File: src/source/cpu_cfg.svh
`ifndef CPU_CFG_SVH
`define CPU_CFG_SVH

// pc held during reset
// first request goes to reset pc + 4
`define CPU_RESET_PC 32'h1BFFFFFC

// data and address width
`define CPU_XLEN 32

// general registers, r0 reads as zero
`define CPU_NUM_REGS 32

`endif

File: src/source/cpu_pkg.sv
package cpu_pkg;

    // alu operations left in the subset
    typedef enum logic [3:0]
    {
        alu_add,    // add.w, addi.w
        alu_sub,
        alu_slt,    // signed compare
        alu_sltu,   // unsigned compare
        alu_and,
        alu_or,
        alu_xor,
        alu_nor,
        alu_lui     // lu12i.w, operand 2 passes through
    } alu_op_e;

    // fetch -> decode
    typedef struct packed {
        logic [31:0] inst;
        logic [31:0] pc;
    } fs_to_ds_t;

    // decode -> execute
    typedef struct packed {
        logic [31:0] pc;
        logic [31:0] rj_value;
        logic [31:0] rkd_value;     // rk, or rd for branches
        logic [31:0] imm;
        logic [4:0]  dest;
        logic        gr_we;
        alu_op_e     alu_op;
        logic        src2_is_imm;
    } ds_to_es_t;

    // execute -> writeback
    typedef struct packed {
        logic [31:0] pc;
        logic [4:0]  dest;
        logic        gr_we;
        logic [31:0] result;
    } es_to_ws_t;

    // writeback -> register file in decode
    typedef struct packed {
        logic        we;
        logic [4:0]  waddr;
        logic [31:0] wdata;
    } rf_write_t;

    // in-flight destination seen by the interlock
    typedef struct packed {
        logic       we;
        logic [4:0] dest;
    } hazard_dest_t;

    // decode -> fetch redirect
    typedef struct packed {
        logic        taken;
        logic [31:0] target;
    } br_t;

endpackage

File: src/source/fetch_stage.sv
`timescale 1ns/1ns
`include "cpu_cfg.svh"

module fetch_stage import cpu_pkg::*;
(
    input  logic        clk,
    input  logic        reset,
    input  logic        ds_allow_in,
    input  br_t         br,
    output logic        fs_to_ds_valid,
    output fs_to_ds_t   fs_to_ds,
    output logic        inst_sram_en,
    output logic [31:0] inst_sram_addr,
    input  logic [31:0] inst_sram_rdata
);

    logic [`CPU_XLEN-1:0] fetch_pc;     // pc of the word now on rdata
    logic [`CPU_XLEN-1:0] seq_pc;
    logic [`CPU_XLEN-1:0] next_pc;
    logic                 fs_valid;
    logic                 fetch_req;

    assign seq_pc  = fetch_pc + 32'd4;
    assign next_pc = br.taken ? br.target : seq_pc;    // redirect wins

    // request whenever decode has room after reset
    assign fetch_req = !reset && ds_allow_in;

    always_ff @(posedge clk)
    begin
        if (reset)
            fetch_pc <= `CPU_RESET_PC;
        else if (fetch_req)
            fetch_pc <= next_pc;            // pc moves together with the request
    end

    always_ff @(posedge clk)
    begin
        if (reset)
            fs_valid <= 1'b0;
        else if (ds_allow_in)
            fs_valid <= 1'b1;               // first word lands one cycle later
    end

    assign inst_sram_en   = fetch_req;
    assign inst_sram_addr = next_pc;

    // memory holds rdata while en is low so a stalled word stays put
    assign fs_to_ds_valid = fs_valid;
    assign fs_to_ds.inst  = inst_sram_rdata;
    assign fs_to_ds.pc    = fetch_pc;

    // branch targets and sequential pcs stay word aligned
    a_aligned_fetch: assert property (@(posedge clk) disable iff (reset)
        inst_sram_en |-> (inst_sram_addr[1:0] == 2'b00));

endmodule

File: src/source/regfile.sv
`timescale 1ns/1ns
`include "cpu_cfg.svh"

module regfile
(
    input  logic        clk,
    input  logic [4:0]  raddr1,
    output logic [31:0] rdata1,
    input  logic [4:0]  raddr2,
    output logic [31:0] rdata2,
    input  logic        we,
    input  logic [4:0]  waddr,
    input  logic [31:0] wdata
);

    logic [`CPU_XLEN-1:0] rf [`CPU_NUM_REGS];

    always_ff @(posedge clk)
    begin
        if (we && (waddr != 5'd0))
            rf[waddr] <= wdata;     // r0 write dropped here
    end

    // combinational read, r0 forced to zero
    assign rdata1 = (raddr1 == 5'd0) ? '0 : rf[raddr1];
    assign rdata2 = (raddr2 == 5'd0) ? '0 : rf[raddr2];

endmodule

File: src/source/decode_stage.sv
`timescale 1ns/1ns

module decode_stage import cpu_pkg::*;
(
    input  logic         clk,
    input  logic         reset,
    input  logic         fs_to_ds_valid,
    input  fs_to_ds_t    fs_to_ds,
    output logic         ds_allow_in,
    input  logic         es_allow_in,
    output logic         ds_to_es_valid,
    output ds_to_es_t    ds_to_es,
    input  hazard_dest_t es_to_ds,
    input  rf_write_t    ws_to_ds,
    output br_t          br
);

    fs_to_ds_t   ds_in;         // latched fetch word and pc
    logic        ds_valid;
    logic        ds_ready_go;
    logic [31:0] inst;
    logic [5:0]  op_31_26;
    logic [3:0]  op_25_22;
    logic [1:0]  op_21_20;
    logic [4:0]  op_19_15;
    logic [4:0]  rd;
    logic [4:0]  rj;
    logic [4:0]  rk;
    logic [11:0] i12;
    logic [19:0] i20;
    logic [15:0] i16;
    logic [25:0] i26;
    logic        rr_group;
    logic        inst_rr;
    logic        inst_addi_w;
    logic        inst_lu12i_w;
    logic        inst_b;
    logic        inst_beq;
    logic        inst_bne;
    logic        read_rj;
    logic        read_r2;
    logic [4:0]  rf_raddr2;
    logic [31:0] rj_value;
    logic [31:0] rkd_value;
    logic [31:0] br_offs;
    logic        es_hit;
    logic        ws_hit;
    alu_op_e     alu_op;

    always_ff @(posedge clk)
    begin
        if (reset)
            ds_valid <= 1'b0;
        else if (br.taken)
            ds_valid <= 1'b0;               // drop the word fetched behind the branch
        else if (ds_allow_in)
            ds_valid <= fs_to_ds_valid;
    end

    always_ff @(posedge clk)
    begin
        if (fs_to_ds_valid && ds_allow_in)
            ds_in <= fs_to_ds;
    end

    assign inst     = ds_in.inst;
    assign op_31_26 = inst[31:26];
    assign op_25_22 = inst[25:22];
    assign op_21_20 = inst[21:20];
    assign op_19_15 = inst[19:15];
    assign rd       = inst[4:0];
    assign rj       = inst[9:5];
    assign rk       = inst[14:10];
    assign i12      = inst[21:10];
    assign i20      = inst[24:5];
    assign i16      = inst[25:10];
    assign i26      = {inst[9:0], inst[25:10]};    // b keeps its offset halves swapped

    // 3R format with only the eight kept funct codes known
    assign rr_group     = (op_31_26 == 6'h00) && (op_25_22 == 4'h0) && (op_21_20 == 2'h1);
    assign inst_rr      = rr_group && (op_19_15 inside {5'h00, 5'h02, 5'h04, 5'h05,
                                                        5'h08, 5'h09, 5'h0a, 5'h0b});
    assign inst_addi_w  = (op_31_26 == 6'h00) && (op_25_22 == 4'ha);
    assign inst_lu12i_w = (op_31_26 == 6'h05) && !inst[25];
    assign inst_b       = (op_31_26 == 6'h14);
    assign inst_beq     = (op_31_26 == 6'h16);
    assign inst_bne     = (op_31_26 == 6'h17);

    always_comb
    begin
        alu_op = alu_add;                   // addi.w, branches, unknown
        if (inst_lu12i_w)
            alu_op = alu_lui;
        else if (rr_group)
        begin
            case (op_19_15)
                5'h02:   alu_op = alu_sub;
                5'h04:   alu_op = alu_slt;
                5'h05:   alu_op = alu_sltu;
                5'h08:   alu_op = alu_nor;
                5'h09:   alu_op = alu_and;
                5'h0a:   alu_op = alu_or;
                5'h0b:   alu_op = alu_xor;
                default: alu_op = alu_add;
            endcase
        end
    end

    // beq/bne compare rj with rd so port 2 switches to rd
    assign rf_raddr2 = (inst_beq || inst_bne) ? rd : rk;
    assign read_rj   = inst_rr || inst_addi_w || inst_beq || inst_bne;
    assign read_r2   = inst_rr || inst_beq || inst_bne;

    regfile u_regfile
    (
        .clk    (clk),
        .raddr1 (rj),
        .rdata1 (rj_value),
        .raddr2 (rf_raddr2),
        .rdata2 (rkd_value),
        .we     (ws_to_ds.we),
        .waddr  (ws_to_ds.waddr),
        .wdata  (ws_to_ds.wdata)
    );

    // raw interlock against execute and writeback
    assign es_hit = es_to_ds.we && (es_to_ds.dest != 5'd0)     // r0 never blocks
                    && ((read_rj && (rj == es_to_ds.dest))
                        || (read_r2 && (rf_raddr2 == es_to_ds.dest)));
    assign ws_hit = ws_to_ds.we && (ws_to_ds.waddr != 5'd0)
                    && ((read_rj && (rj == ws_to_ds.waddr))
                        || (read_r2 && (rf_raddr2 == ws_to_ds.waddr)));

    assign ds_ready_go    = !(es_hit || ws_hit);
    assign ds_allow_in    = !ds_valid || (ds_ready_go && es_allow_in);
    assign ds_to_es_valid = ds_valid && ds_ready_go;    // bubble while stalled

    assign br_offs   = inst_b ? {{4{i26[25]}}, i26, 2'b0} : {{14{i16[15]}}, i16, 2'b0};
    assign br.target = ds_in.pc + br_offs;
    assign br.taken  = ds_valid && ds_ready_go
                       && ((inst_beq && (rj_value == rkd_value))
                           || (inst_bne && (rj_value != rkd_value))
                           || inst_b);

    always_comb
    begin
        ds_to_es.pc          = ds_in.pc;
        ds_to_es.rj_value    = rj_value;
        ds_to_es.rkd_value   = rkd_value;
        ds_to_es.imm         = inst_lu12i_w ? {i20, 12'b0} : {{20{i12[11]}}, i12};
        ds_to_es.dest        = rd;
        ds_to_es.gr_we       = inst_rr || inst_addi_w || inst_lu12i_w;   // unknown never writes
        ds_to_es.alu_op      = alu_op;
        ds_to_es.src2_is_imm = inst_addi_w || inst_lu12i_w;
    end

    // a redirect always finds fetch ready to move
    a_taken_moves: assert property (@(posedge clk) disable iff (reset)
        br.taken |-> ds_allow_in);
    // at most two older writers in flight can hold decode
    a_stall_bounded: assert property (@(posedge clk) disable iff (reset)
        (ds_valid && !ds_ready_go && $past(ds_valid && !ds_ready_go)) |=> ds_ready_go);

endmodule

File: src/source/execute_stage.sv
`timescale 1ns/1ns
`include "cpu_cfg.svh"

module execute_stage import cpu_pkg::*;
(
    input  logic         clk,
    input  logic         reset,
    input  logic         ds_to_es_valid,
    input  ds_to_es_t    ds_to_es,
    output logic         es_allow_in,
    input  logic         ws_allow_in,
    output logic         es_to_ws_valid,
    output es_to_ws_t    es_to_ws,
    output hazard_dest_t es_to_ds
);

    ds_to_es_t            es_in;
    logic                 es_valid;
    logic [`CPU_XLEN-1:0] alu_src1;
    logic [`CPU_XLEN-1:0] alu_src2;
    logic [`CPU_XLEN-1:0] alu_result;

    // single cycle alu, never holds anything back
    assign es_allow_in    = !es_valid || ws_allow_in;
    assign es_to_ws_valid = es_valid;

    always_ff @(posedge clk)
    begin
        if (reset)
            es_valid <= 1'b0;
        else if (es_allow_in)
            es_valid <= ds_to_es_valid;
    end

    always_ff @(posedge clk)
    begin
        if (ds_to_es_valid && es_allow_in)
            es_in <= ds_to_es;
    end

    assign alu_src1 = es_in.rj_value;
    assign alu_src2 = es_in.src2_is_imm ? es_in.imm : es_in.rkd_value;  // si12 or si20<<12

    always_comb
    begin
        case (es_in.alu_op)
            alu_add:  alu_result = alu_src1 + alu_src2;
            alu_sub:  alu_result = alu_src1 - alu_src2;
            alu_slt:  alu_result = {{(`CPU_XLEN-1){1'b0}}, $signed(alu_src1) < $signed(alu_src2)};
            alu_sltu: alu_result = {{(`CPU_XLEN-1){1'b0}}, alu_src1 < alu_src2};
            alu_and:  alu_result = alu_src1 & alu_src2;
            alu_or:   alu_result = alu_src1 | alu_src2;
            alu_xor:  alu_result = alu_src1 ^ alu_src2;
            alu_nor:  alu_result = ~(alu_src1 | alu_src2);
            alu_lui:  alu_result = alu_src2;                // imm already shifted in decode
            default:  alu_result = alu_src1 + alu_src2;
        endcase
    end

    always_comb
    begin
        es_to_ws.pc     = es_in.pc;
        es_to_ws.dest   = es_in.dest;
        es_to_ws.gr_we  = es_in.gr_we;
        es_to_ws.result = alu_result;
        es_to_ds.we     = es_valid && es_in.gr_we;     // empty stage never blocks decode
        es_to_ds.dest   = es_in.dest;
    end

endmodule

File: src/source/writeback_stage.sv
`timescale 1ns/1ns

module writeback_stage import cpu_pkg::*;
(
    input  logic        clk,
    input  logic        reset,
    input  logic        es_to_ws_valid,
    input  es_to_ws_t   es_to_ws,
    output logic        ws_allow_in,
    output rf_write_t   ws_to_ds,
    output logic [31:0] debug_wb_pc,
    output logic [3:0]  debug_wb_rf_we,
    output logic [4:0]  debug_wb_rf_wnum,
    output logic [31:0] debug_wb_rf_wdata
);

    es_to_ws_t ws_in;
    logic      ws_valid;

    assign ws_allow_in = 1'b1;      // last stage drains every cycle

    always_ff @(posedge clk)
    begin
        if (reset)
            ws_valid <= 1'b0;
        else
            ws_valid <= es_to_ws_valid;
    end

    always_ff @(posedge clk)
    begin
        if (es_to_ws_valid)
            ws_in <= es_to_ws;
    end

    // register file write, also the interlock source for decode
    assign ws_to_ds.we    = ws_valid && ws_in.gr_we;
    assign ws_to_ds.waddr = ws_in.dest;
    assign ws_to_ds.wdata = ws_in.result;

    // trace port
    assign debug_wb_pc       = ws_in.pc;
    assign debug_wb_rf_we    = {4{ws_to_ds.we}};
    assign debug_wb_rf_wnum  = ws_in.dest;
    assign debug_wb_rf_wdata = ws_in.result;

endmodule

File: src/source/cpu_top.sv
`timescale 1ns/1ns

module cpu_top
(
    input  logic        clk,
    input  logic        reset,
    output logic        inst_sram_en,
    output logic [31:0] inst_sram_addr,
    input  logic [31:0] inst_sram_rdata,
    output logic [31:0] debug_wb_pc,
    output logic [3:0]  debug_wb_rf_we,
    output logic [4:0]  debug_wb_rf_wnum,
    output logic [31:0] debug_wb_rf_wdata
);

    // handshake between neighbours
    logic                  fs_to_ds_valid;
    logic                  ds_allow_in;
    logic                  ds_to_es_valid;
    logic                  es_allow_in;
    logic                  es_to_ws_valid;
    logic                  ws_allow_in;

    // stage payloads and back buses
    cpu_pkg::fs_to_ds_t    fs_to_ds;
    cpu_pkg::ds_to_es_t    ds_to_es;
    cpu_pkg::es_to_ws_t    es_to_ws;
    cpu_pkg::hazard_dest_t es_to_ds;
    cpu_pkg::rf_write_t    ws_to_ds;
    cpu_pkg::br_t          br;

    fetch_stage u_fetch
    (
        .clk             (clk),
        .reset           (reset),
        .ds_allow_in     (ds_allow_in),
        .br              (br),
        .fs_to_ds_valid  (fs_to_ds_valid),
        .fs_to_ds        (fs_to_ds),
        .inst_sram_en    (inst_sram_en),
        .inst_sram_addr  (inst_sram_addr),
        .inst_sram_rdata (inst_sram_rdata)
    );

    decode_stage u_decode
    (
        .clk            (clk),
        .reset          (reset),
        .fs_to_ds_valid (fs_to_ds_valid),
        .fs_to_ds       (fs_to_ds),
        .ds_allow_in    (ds_allow_in),
        .es_allow_in    (es_allow_in),
        .ds_to_es_valid (ds_to_es_valid),
        .ds_to_es       (ds_to_es),
        .es_to_ds       (es_to_ds),
        .ws_to_ds       (ws_to_ds),
        .br             (br)
    );

    execute_stage u_execute
    (
        .clk            (clk),
        .reset          (reset),
        .ds_to_es_valid (ds_to_es_valid),
        .ds_to_es       (ds_to_es),
        .es_allow_in    (es_allow_in),
        .ws_allow_in    (ws_allow_in),
        .es_to_ws_valid (es_to_ws_valid),
        .es_to_ws       (es_to_ws),
        .es_to_ds       (es_to_ds)
    );

    writeback_stage u_writeback
    (
        .clk               (clk),
        .reset             (reset),
        .es_to_ws_valid    (es_to_ws_valid),
        .es_to_ws          (es_to_ws),
        .ws_allow_in       (ws_allow_in),
        .ws_to_ds          (ws_to_ds),
        .debug_wb_pc       (debug_wb_pc),
        .debug_wb_rf_we    (debug_wb_rf_we),
        .debug_wb_rf_wnum  (debug_wb_rf_wnum),
        .debug_wb_rf_wdata (debug_wb_rf_wdata)
    );

endmodule

File: config.mk
export PLATFORM = sky130hd
export DESIGN_NAME = cpu_top
export DESIGN_NICKNAME = d
export VERILOG_FILES = /design/src/source/cpu_pkg.sv /design/src/source/fetch_stage.sv /design/src/source/regfile.sv /design/src/source/decode_stage.sv /design/src/source/execute_stage.sv /design/src/source/writeback_stage.sv /design/src/source/cpu_top.sv
export VERILOG_INCLUDE_DIRS = /design/src /design/src/source
export SDC_FILE = /design/constraint.sdc
export NUM_CORES = 2
export LEC_CHECK = 0
export BUFFER_PORTS_ARGS = -buffer_cell sky130_fd_sc_hd__clkbuf_2
export CORE_UTILIZATION = 60
export CTS_CLUSTER_DIAMETER = 50
export DETAILED_ROUTE_END_ITERATION = 10
export GPL_TIMING_DRIVEN = 0
export HOLD_SLACK_MARGIN = 0.06
export PLACE_DENSITY_LB_ADDON = 0.3
export SYNTH_ARGS = -nofsm -noshare
export SYNTH_HDL_FRONTEND = slang
export SYNTH_HIERARCHICAL = 1
export SYNTH_SLANG_ARGS = --single-unit
File: constraint.sdc
create_clock -name clk -period 7.9 [get_ports clk]
set_input_delay 1.58 -clock clk [delete_from_list [all_inputs] [get_ports clk]]
set_output_delay 1.58 -clock clk [all_outputs]
set_load 0.01 [all_outputs]
==> results.md <==
* Number of antenna violations at the first check in global routing at 9
* Die ar. at 0.116 mm²
* Core Area at 0.113 mm²
* Cells after Synth at 4624
* Clock Latency Late Sink at 780 ps
* # IOs at 140
* Distinct cells, synth at 114
* Antenna Violating Nets Remaining at 0
* Hold slack at 425 ps
* Worst Path Max Fanout at 10
* # setup viols final at 32
* Worst Path Arrival at 6660 ps
* Final instance area at 0.0808 mm²
* WL met1 at 80500 µm
* Routability Congestion at 1.02
* Site Rows at 123
* Chip height at 340 µm
* Total Wirelength at 255000 µm
* Number of synthesized flops with an enable pin at 1297
* TritonCTS clock tree: built
* Crit path kind: flop to output port
* Worst-Margin Slew at 1550 ps
* Root buffer cell: clkbuf_16
* Worst-case clock skew at 31.1 ps
* Worst slack at placement at -1930 ps
* Fmax at 0.121 GHz
* Fin crit share at 104%
* Buffers on Ports at 107
* Post-DP HPWL at 169000 µm
* Routed vias/inst at 7.59
* Initial Utilization at 60.8%
* Lkg Pwr at 28.4 nW
* Net count reported at finish at 5202
* First-pass GRT wire length at 347000 µm
* Tmin final at 8240 ps
* CTS max path bufs at 3
* Worst setup margin at -344 ps
* Share of cells above drive strength 1 at 29.2%
* Max Cap Viol at 1
* Most frequent CP cell: clkbuf_16
* First drt pass iteration count at 11
* WL/cell at 38.2 µm
* Synth Area per Inst at 14.9 µm²
* CTS sink cnt at 1333
* Worst min path class: flop to flop
* Synthesized cell area at 0.0687 mm²
* # DRC at 0
* Ys async rst share at 0%
* H-tree Lvls at 4
* Worst path bufs/invs at 10
* CP startpoint kind: flop
* Vias at 50600
* Max stage delay on crit path at 680 ps
* Global route overflow at 0
* Cells after DPL at 6301
* Area growth syn-to-layout at 17.6%
* Highest metal used: met5
* Final Non-Filler Cells at 6663
* Die width at 340 µm
* Vias in the first global route at 47600
* Outcome: complete, but fails checks
* YS warnings at 6
* Sequential cell area fraction in the yosys report at 57.8%
* Num CTS Buffers at 148
* RSZ-0062 raised after global routing: true
* CTS clk-pin slew, worst paths at 60 ps
* Yosys reg bits at 1333
* Slowest-stage cell, CP: edfxtp_1
* Max-slew violation count at 11
* Maximum vdd drop at 0.254 mV
* DR WL met3 at 43400 µm
* Fin. Hold Viols at 0
* Final Power at 0.0186 W
* CTS Hold Bufs at 0
* Synth Flop Type: edfxtp_1
* Worst EP required at 6320 ps
* Critical Path Sink Type: output port
* Max_slew headroom at -3.10%
* Largest net degree at the start of global routing at 74
* Met2 wire len at 108000 µm
* Initial detailed-routing violation count at 10300
* Total GRT Usage at 42.9%
* Placement Cell Area at 0.0723 mm²
* Critical path's top delay family: buffers and inverters
* Critical Path, Cell by Cell: buf_4 -> buf_2 -> buf_2 -> clkbuf_2 -> a211oi_1 -> a311oi_2 -> xor2_1 -> nor4_1 -> nand4_1 -> nor2_4 -> xnor2_1 -> o21a_1 -> nor3_2 -> buf_6 -> inv_8 -> clkbuf_16 -> clkbuf_16 -> clkbuf_16 -> a21oi_4 -> buf_6
* Pwr per Cell Area at 231 mW/mm²
* Fillers at 6906
* Failing checks: max-capacitance violations, max-slew violations, negative setup slack
[routing by layer]
layer / global-route usage [%] / up-vias
met4: 28.6 / 18
met2: 62.2 / 5278
li1: - / 19200
met5: 1.84 / -
met1: 51.7 / 24600
met3: 19.2 / 1472
[cells in the mapped netlist, types with 22 or more instances]
cell,n,area share [%]
nor4_1,23,0.21
o221ai_1,73,0.93
nand4_1,51,0.46
nand2_1,184,1.0
buf_2,62,0.45
nor2_1,182,0.99
a311oi_1,35,0.45
nor2b_1,56,0.51
nor3_1,27,0.20
buf_4,247,2.7
nand3_1,48,0.35
mux4_2,298,9.8
a21o_1,50,0.55
edfxtp_1,1297,57
dfxtp_1,36,1.0
mux4_1,54,2.1
mux2_2,79,1.3
o21ai_0,132,0.96
a211oi_1,79,0.86
ha_1,126,2.3
clkbuf_1,163,0.89
mux2i_1,349,5.1
xnor2_1,78,0.99
a21oi_1,167,1.2
a221oi_1,64,0.82
xor2_1,66,0.84
a22oi_1,85,0.93
inv_1,120,0.66
o21ai_1,22,0.16
[logic make-up after synthesis]
family	after synthesis	synth area share (%)
flip-flops	1333	57.8
AO/OA/AOI/OAI	911	9.55
multiplexers	785	18.3
AND/OR/NAND/NOR	691	5.03
buffers and inverters	629	5.11
XOR/XNOR	144	1.84
adder cells (fa/ha/maj)	129	2.38
other	2	0.0109
[flip-flops by register name, indices dropped and copies added, names as in the netlist]
signal and flops:
u_decode/ds_to_es 32, u_decode/ds_valid 1, u_decode/inst 32, u_decode/u_regfile/rf 1024, u_execute/alu_src1 32, u_execute/es_in 69, u_execute/es_to_ds 5, u_execute/es_to_ws 33
u_execute/es_to_ws_valid 1, u_fetch/fetch_pc 32, u_fetch/fs_to_ds_valid 1, u_writeback/debug_wb_pc 32, u_writeback/debug_wb_rf_wdata 32, u_writeback/debug_wb_rf_wnum 5, u_writeback/ws_in 1, u_writeback/ws_valid 1
[where the power goes]
part / internal, W / total, W / switching (W)
clock: 0.00411 / 0.00709 / 0.00298
sequential: 0.00796 / 0.00814 / 0.000177
combinational: 0.00131 / 0.00339 / 0.00208
total: 0.0134 / 0.0186 / 0.00524
[cell usage in the layout, fill, tap and decap left out, drive strengths merged, types with 22 or more instances in the layout]
cell and instances:
xor2 66, ha 126, clkinv 51, nand2 185
mux2 79, a311oi 35, a221oi 83, dfxtp 36
o221ai 75, conb 33, o21ai 157, mux2i 354
mux4 352, nor2 183, inv 141, edfxtp 1297
buf 488, nand2b 22, nand3 48, a21oi 167
nor4 23, a22oi 85, nand4 53, nor2b 57
xnor2 78, a211oi 82, nor3 28, clkbuf 421
a21o 50
[path summary, 6_finish.rpt]
path	start	slack [ps]	cells past startpoint	end
worst max-delay path	u_decode/inst[7]$_DFFE_PP_	-340	20	inst_sram_addr[14]
worst min-delay path	u_fetch/fetch_pc[4]$_SDFFE_PP1P_	420	0	u_decode/ds_to_es[111]$_DFFE_PP_
worst max register to register	u_execute/es_in[0]$_DFFE_PP_	1740	16	u_writeback/debug_wb_rf_wdata[26]$_DFFE_PP_
worst min register to register	u_fetch/fetch_pc[4]$_SDFFE_PP1P_	420	0	u_decode/ds_to_es[111]$_DFFE_PP_
[per-stage QoR]
stage / TNS, ps / utilization (%)
2_1_floorplan: 0 / -
3_3_place_gp: -73430 / 63.0
3_5_place_dp: -47760 / 64.0
4_1_cts: -14.7 / 70.7
5_1_grt: -4870 / 71.5
6_report: -8390 / 71.5
[worst register-to-register path, delay by kind of cell (launching register included)]
kind / cells / cell delay, ps
AOI/OAI and AO/OA: 8 / 2250
adders and majority gates: 1 / 370
buffers and inverters: 4 / 1820
DFF: 1 / 420
muxes: 1 / 670
and+or+nand+nor: 2 / 350
[final cells by class]
class,instances,area (µm²),share of cell area (%)
flip-flops and latches,1333,39700,49.1
multi-input cells,2693,27400,33.9
clock buffers,175,3880,4.80
plain buffers,495,3840,4.75
repair buffers,241,2590,3.21
well taps,1500,1880,2.32
clock inverters,95,1070,1.33
inverters,127,487,0.603
diodes,4,10.0,0.0124
[repair_timing]
action,4_1_cts,5_1_grt
setup buffers,52,36
pin swaps,58,43
resized for setup,430,153
setup endpoints to repair,41,32
cloned,6,3
(Power assumes the default switching activity.)
